### src/hw/icachePkg.sv
// ---------------------------------------------------------------------------
// Shared widths, handshake payload structs and enums of the instruction
// cache. Referenced by scoped name from the controller, array and top level.
// ---------------------------------------------------------------------------
package icachePkg;

    // fetch address and instruction word
    localparam int addrBits = 32;
    localparam int wordBits = 32;

    // block geometry, word 0 sits in the low bits
    localparam int blockWords = 4;
    localparam int blockBits = blockWords * wordBits;
    localparam int wordSelBits = $clog2(blockWords);

    // byte address minus word offset and byte bits
    localparam int blockAddrBits = addrBits - wordSelBits - 2;

    // request from the fetch unit, bits 1:0 of addr are ignored
    typedef struct packed {
        logic [addrBits-1:0] addr;
    } fetchReqT;

    // answer to the fetch unit
    typedef struct packed {
        logic [wordBits-1:0] data;
        // word served without a refill
        logic                hit;
    } fetchRspT;

    // block request toward backing memory
    typedef struct packed {
        logic [blockAddrBits-1:0] blockAddr;
    } refillReqT;

    // block returned by backing memory
    typedef struct packed {
        logic [blockBits-1:0] block;
    } refillRspT;

    // fetch controller states
    typedef enum logic [2:0] {
        stIdle,
        stLookup,
        stRefillReq,
        stRefillDrop,
        stFill,
        stRespond
    } fetchStateT;

    // operation the controller asks of the array
    typedef enum logic [1:0] {
        opNone,
        opRead,
        opFill
    } arrayOpT;

endpackage

### src/hw/fetchController.sv
// ---------------------------------------------------------------------------
// Fetch FSM: serves four-phase fetch requests from the array, refills a
// missing block from backing memory and drives the array operations.
// ---------------------------------------------------------------------------
`timescale 1ns/1ps

module fetchController (
    input  logic                                clk,
    input  logic                                rst,
    input  logic                                fetchValid,
    input  icachePkg::fetchReqT                 fetchReq,
    output logic                                fetchAck,
    output icachePkg::fetchRspT                 fetchRsp,
    output logic                                refillValid,
    output icachePkg::refillReqT                refillReq,
    input  logic                                refillAck,
    input  icachePkg::refillRspT                refillRsp,
    output icachePkg::arrayOpT                  op,
    output logic [icachePkg::blockAddrBits-1:0] lookupAddr,
    output logic [icachePkg::blockBits-1:0]     fillBlock,
    input  logic                                hit,
    input  logic [icachePkg::blockBits-1:0]     hitBlock
);

    icachePkg::fetchStateT state;
    icachePkg::fetchStateT nextState;

    logic [icachePkg::addrBits-1:0]    reqAddr;
    logic [icachePkg::wordSelBits-1:0] wordSel;
    logic [icachePkg::blockBits-1:0]   blockReg;

    assign wordSel    = reqAddr[icachePkg::wordSelBits+1:2];
    assign lookupAddr = reqAddr[icachePkg::addrBits-1:icachePkg::wordSelBits+2];

    assign refillReq.blockAddr = lookupAddr;
    assign fillBlock = blockReg;

    // both handshake outputs are decoded from the state register
    assign refillValid = (state == icachePkg::stRefillReq);
    assign fetchAck    = (state == icachePkg::stRespond);

    always_comb begin
        nextState = state;
        case (state)
            icachePkg::stIdle: begin
                if (fetchValid) begin
                    nextState = icachePkg::stLookup;
                end
            end
            icachePkg::stLookup: begin
                nextState = hit ? icachePkg::stRespond : icachePkg::stRefillReq;
            end
            icachePkg::stRefillReq: begin
                if (refillAck) begin
                    nextState = icachePkg::stRefillDrop;
                end
            end
            icachePkg::stRefillDrop: begin
                // wait for memory to finish its half of the handshake
                if (!refillAck) begin
                    nextState = icachePkg::stFill;
                end
            end
            icachePkg::stFill: begin
                nextState = icachePkg::stRespond;
            end
            icachePkg::stRespond: begin
                if (!fetchValid) begin
                    nextState = icachePkg::stIdle;
                end
            end
            default: begin
                nextState = icachePkg::stIdle;
            end
        endcase
    end

    always_ff @(posedge clk or negedge rst) begin
        if (!rst) begin
            state <= icachePkg::stIdle;
        end else begin
            state <= nextState;
        end
    end

    // array operation per state
    always_comb begin
        case (state)
            icachePkg::stLookup: op = icachePkg::opRead;
            icachePkg::stFill:   op = icachePkg::opFill;
            default:             op = icachePkg::opNone;
        endcase
    end

    // request address, block buffer and response word
    always_ff @(posedge clk) begin
        if (state == icachePkg::stIdle && fetchValid) begin
            reqAddr <= fetchReq.addr;
        end
        if (state == icachePkg::stRefillReq && refillAck) begin
            blockReg <= refillRsp.block;
        end
        if (state == icachePkg::stLookup && hit) begin
            fetchRsp.data <= hitBlock[wordSel*icachePkg::wordBits +: icachePkg::wordBits];
            fetchRsp.hit  <= 1'b1;
        end else if (state == icachePkg::stFill) begin
            fetchRsp.data <= blockReg[wordSel*icachePkg::wordBits +: icachePkg::wordBits];
            fetchRsp.hit  <= 1'b0;
        end
    end

    // a new refill waits until memory has dropped the previous ack
    refillAfterDrop: assert property (
        @(posedge clk) disable iff (!rst)
        $rose(refillValid) |-> !refillAck
    ) else $error("fetchController: refill request raised while ack still high");

endmodule

### config.mk
export PLATFORM = sky130hd
export DESIGN_NAME = fetchController
export DESIGN_NICKNAME = d
export VERILOG_FILES = /design/src/hw/icachePkg.sv /design/src/hw/fetchController.sv
export SDC_FILE = /design/constraint.sdc
export NUM_CORES = 1
export LEC_CHECK = 0
export ABC_CLOCK_PERIOD_IN_PS = 5900
export BUFFER_PORTS_ARGS = -buffer_cell sky130_fd_sc_hd__buf_2
export CORE_AREA = 8 8 192 194
export DETAILED_ROUTE_END_ITERATION = 12
export DIE_AREA = 0 0 200 202
export PLACE_DENSITY = 0.49
export SYNTH_ARGS = -nofsm -noshare
export SYNTH_HDL_FRONTEND = slang
export SYNTH_SLANG_ARGS = --single-unit
### constraint.sdc
create_clock -name clk -period 5.9 [get_ports clk]
set_clock_uncertainty 0.2 [all_clocks]
set_input_delay 0.295 -clock clk [delete_from_list [all_inputs] [get_ports clk]]
set_output_delay 0.295 -clock clk [all_outputs]
set_load 0.005 [all_outputs]
### After elaboration in Yosys (flattened, before gate mapping)

Cells that the tools add are included.

* flip-flop bits (word level): 196
* input bits: 293

* equality and inequality tests: 9
* shift-type cells: 2
* mux-type cells: 9
* reduce and logical (&&, ||, !) cells: 6

Operators with widths (count)
* 128-bit by 8-bit indexed part select with 32-bit output: 2
* 33-bit 2-to-1 mux: 2
* 3-bit case mux with 6 select lines: 1
* 3-bit 2-to-1 mux: 5
* 3-bit by 2-bit == test with 1-bit output (second input constant): 2
* 3-bit == test (second input constant): 2
* 2-bit inequality test (second input constant): 3
* 2-bit case mux with 2 select lines: 1
* 4-bit AND reduction: 1
* 3-bit by 1-bit == test with 1-bit output (second input constant): 1
* 1-bit logical AND: 3
* 3-bit zero test: 1
* 2-bit by 1-bit inequality test with 1-bit output (second input constant): 1
* 2-bit nonzero test: 1

### Longest topological paths before layout

* word-level depth: 3
* gate-level depth with buffers: 6
* gate-level depth less buffers: 3

### Least setup slack after synthesis

No wires, ideal clock.

* path kind: register -> register
* start: register state[1]
* end: register blockReg, in the netlist fillBlock[0] (enable)
* setup time: 0.502 ns
* arrival: 3.931 ns
* data required time: 5.198 ns
* setup slack: 1.267 ns
* stages on the path, launching flop included: 4
* path buffers: 1
* cells stage by stage: dfrtp_1 clkbuf_1 nor3b_1 and2_1

* cells in the longest elaborated chain, start to end: 2

RTL lines
* from (decl): RTL line fetchController.sv:25 `icachePkg::fetchStateT state;`
* from (signal assigned): RTL line fetchController.sv:80 `state <= icachePkg::stIdle;`
* from (signal assigned): RTL line fetchController.sv:82 `state <= nextState;`
* 3-bit by 2-bit == test with 1-bit output
* named net refillValid: RTL line fetchController.sv:14 `output logic refillValid,`
* 1-bit logical AND: RTL line fetchController.sv:100 `if (state == icachePkg::stRefillReq && refillAck) begin`
* to (signal assigned): RTL line fetchController.sv:101 `blockReg <= refillRsp.block;`
* to (decl): RTL line fetchController.sv:30 `logic [icachePkg::blockBits-1:0] blockReg;`

The timed path passes the listed nets, and every way through them passes these cells.
A chain may end at the register's enable or synchronous reset.

### Final worst setup path

* start: register state[2]
* end: register fetchRsp[16] in the netlist's numbering (enable)

* cells in the longest elaborated chain, start to end: 3

RTL lines
* 3-bit by 1-bit == test with 1-bit output: RTL line fetchController.sv:103 `if (state == icachePkg::stLookup && hit) begin`
* 1-bit logical AND: RTL line fetchController.sv:103
* 2-bit nonzero test (no line) (*)
* to (decl): RTL line fetchController.sv:13 `output icachePkg::fetchRspT fetchRsp,`

Every way passes the cells marked *; elsewhere a longest branch is shown, timed or not.

==> results.txt <==
The placed cell area is 0.0110 mm2. The initial utilization of the core area, before any placement, comes to 0.245. The average cell area after synthesis is 21.1 um2. The total congestion overflow after global routing is 0. Entering global routing, the biggest net connects 74 pins. The count of H-tree levels built during CTS came out at 4. Buffers added to address setup during post-CTS repair amount to 0. The number of synthesized flops with an enable pin came out at 190. The final layout contains 1310 nets. The layout filler cell count is 3223. For the pin with the worst max-slew slack, the measured transition is 1000 ps. The shortest period the worst path allows is 2790 ps.

The wire length of the first global-routing pass came out at 43.0 mm. The adder and majority gate portion of the synthesized area is 0. The data arrival time of the critical path came out at 2640 ps. The startpoint type of the worst setup path is a flip-flop. The vertical die dimension is 202 um. The synthesized netlist net count came out at 687. The leakage component of the power came out at 5.47 nW. The number of sinks handled by clock tree synthesis came out at 194. The peak supply drop is 0.183 mV. The flow ran to the end, and the final reports show no timing, DRC or antenna violations.

After detailed routing, the average wire length per cell comes to 20.2 um. The most instantiated library cell after synthesis is sky130_fd_sc_hd__edfxtp_1. Of the cells placed in the final design, the portion with a size suffix greater than 1 is 0.587. The largest total area in the synthesized netlist belongs to sky130_fd_sc_hd__edfxtp_1. STA classifies the critical path endpoint as a flip-flop. The number of search-and-repair iterations in the first detailed-routing pass came out at 4.

The final number of hold-violating endpoints came to 0. Buffers inserted during clock tree synthesis total 17. The boundary pin count came out at 514. The number of synthesized register bits came out at 194.

TritonCTS built the clock tree. Summing all non-filler instances in the final layout gives an area of 0.0132 mm2. Detailed placement ended at an HPWL of 22.6 mm. The sum of negative setup slack came out at 0 ps.

The clock-pin slew on the worst setup and hold paths is 70 ps. The worst-case headroom to the max-slew limit is 0.331. The class of the tightest hold or removal check is in2reg. The summed instance area of the synthesized netlist is 0.00833 mm2.

The startpoint-to-endpoint class of the critical path is reg2reg. Dividing the final minimum period by the clock period gives 0.472. The area enclosed by the die boundary came out at 0.0404 mm2. For this run, the slowest stage of the critical path takes 880 ps. The vias after detailed routing came out at 6234. The total of max-cap violations came out at 0.

Traced cell by cell, the critical path runs through nor3b_4 > buf_4 > or2_2. In this run the standard cell core region covers 0.0339 mm2. The via count of the first global-routing pass is 7030. In the post-synthesis netlist, the biggest area contributors are sky130_fd_sc_hd__edfxtp_1 (68%), sky130_fd_sc_hd__mux4_2 (13%), sky130_fd_sc_hd__buf_4 (5.3%). For the worst-skew pair, the clock arrives at the later sink with an insertion delay of 440 ps. In this run the clock root is driven by a sky130_fd_sc_hd__clkbuf_16.

The share of synthesized area in the top cell type comes to 0.685. Dividing total power by cell area gives a power density of 316 mW/mm2. The initial DRC count is 203.

The combined global-route utilization of all metal layers is 0.143. The horizontal die dimension came out at 200 um. The fmax is 0.359 GHz.

Counting along the longest clock path gives a buffer depth of 2. The share of the Yosys chip area taken by registers is 0.696. The post-layout total power came out at 4.17 mW. Of the total synthesized cell area, the portion taken by XOR and XNOR cells is 0. The count of buffers added on input and output ports is 511. In the synthesized netlist the dominant register cell turns out to be sky130_fd_sc_hd__edfxtp_1.

The number of gates resized after CTS was 0. The max-slew violation count is 0. After clock tree synthesis, the flow added hold-fix buffers numbering 165. The critical path data required time is 5760 ps. The number of instances in the synthesized netlist came out at 394. The number of cell rows is 68. The number of distinct standard cells referenced by the synthesized netlist came out at 28.

After synthesis, the largest family of logic cells by area is multiplexers. Yosys printed 0 warnings. Setup repair after global routing left no endpoint under its margin.

The initial antenna violation count came out at 3. On the critical path, the stage with the largest delay is an instance of sky130_fd_sc_hd__or2_2. The last weighted congestion value of the routability-driven placer is 0.749.

In the synthesized netlist, the cells that appear most often are sky130_fd_sc_hd__edfxtp_1 (190), sky130_fd_sc_hd__buf_4 (59), sky130_fd_sc_hd__mux4_2 (49), sky130_fd_sc_hd__a22o_1 (32), sky130_fd_sc_hd__mux4_1 (15). After synthesis, the share of flip-flops with an asynchronous set or reset is 0.0155. Of the total synthesized cell area, the portion taken by AND, OR, NAND and NOR gates is 0.0128. The number of nets with antenna violations after detailed routing is 0.

The final wirelength is 30.0 mm. The largest fanout of any net on the critical path came out at 35. Using the TritonRoute via totals, the vias-per-cell ratio works out to 4.20. Relative to the synthesized area, the layout overhead comes to 58.6%.

Setup violations remaining at the end of the flow were counted as 0. The multiplexer area fraction after synthesis came out at 0.180. The complex-gate fraction of the synthesized area is 0.0394.

In the routed design, unresolved DRC markers number 0.
[cell families (layout without fill, tap and decap cells)]
family | after synthesis | in the layout
simple gates | 15 | 15
flops | 194 | 194
mux | 64 | 64
compound gates | 39 | 39
other cells | 0 | 1
buf+inv | 82 | 718
[per-layer routing]
layer	part of all wire	up-vias	global-route usage
met5	0.00043	-	0
met1	0.37	3052	0.154
met4	0.013	2	0.0381
met3	0.096	26	0.0566
li1	-	2851	-
met2	0.52	303	0.254
[path summary, 6_finish.rpt]
path,slack (ps),depth (start not counted),start,end
worst max-delay path,3110,3,state[2],fetchRsp[16]
worst min register to register,260,2,fetchRsp[0],fetchRsp[0]
max in group asynchronous,4810,3,rst,state[2]
worst max register to register,3110,3,state[2],fetchRsp[16]
min in group asynchronous,540,3,rst,state[0]
worst min-delay path,170,3,hitBlock[3],fetchRsp[4]
[layout make-up]
cell class	instances	area, um2	area share
multi-input combinational	118	1950	0.147
clock inverter	14	175	0.0133
antenna	1	2.50	0.000189
sequential	194	5800	0.439
clock buffer	18	429	0.0325
tap	455	569	0.0431
inverter	2	7.51	0.000568
timing repair buffer	684	4280	0.324
[critical path, delay by kind of cell, from the launching register on]
kind	cells	cell delay (ps)
buffers and inverters	1	480
DFF	1	570
and+or+nand+nor	2	1120
[stage by stage]
stage                     hold slack (ps)  worst slack [ps]   util  instances
after detailed placement             -102              2990  0.323       1288
after global routing                  148              2880  0.389       1485
after global placement               -103              3020  0.323       1288
final                                 173              3110  0.389       1486
after floorplan                      -201              1270      -        394
after CTS                             136              2960  0.389       1485
[power breakdown]
part	total, mW	leakage [nW]	internal (mW)	switching, mW
combinational	1.06	3.40	0.528	0.530
sequential	1.91	1.78	1.81	0.0985
clock	1.21	0.281	0.672	0.537
[placed cells by master, fill, tap and decap left out, types with 5 or more instances in the layout]
master / synthesis / routed
sky130_fd_sc_hd__clkbuf_16: 0 / 17
sky130_fd_sc_hd__dlygate4sd3_1: 0 / 165
sky130_fd_sc_hd__mux4_2: 49 / 49
sky130_fd_sc_hd__mux4_1: 15 / 15
sky130_fd_sc_hd__buf_4: 59 / 7
sky130_fd_sc_hd__a22o_1: 32 / 32
sky130_fd_sc_hd__buf_2: 10 / 511
sky130_fd_sc_hd__edfxtp_1: 190 / 190
sky130_fd_sc_hd__clkinvlp_4: 0 / 5
[state kept, by name, summed over array words and instances, names as in the netlist]
signal / cells
state: 3
fetchRsp: 33
fillBlock: 128
reqAddr: 30
Note: power is estimated with default switching activity, not from simulation.
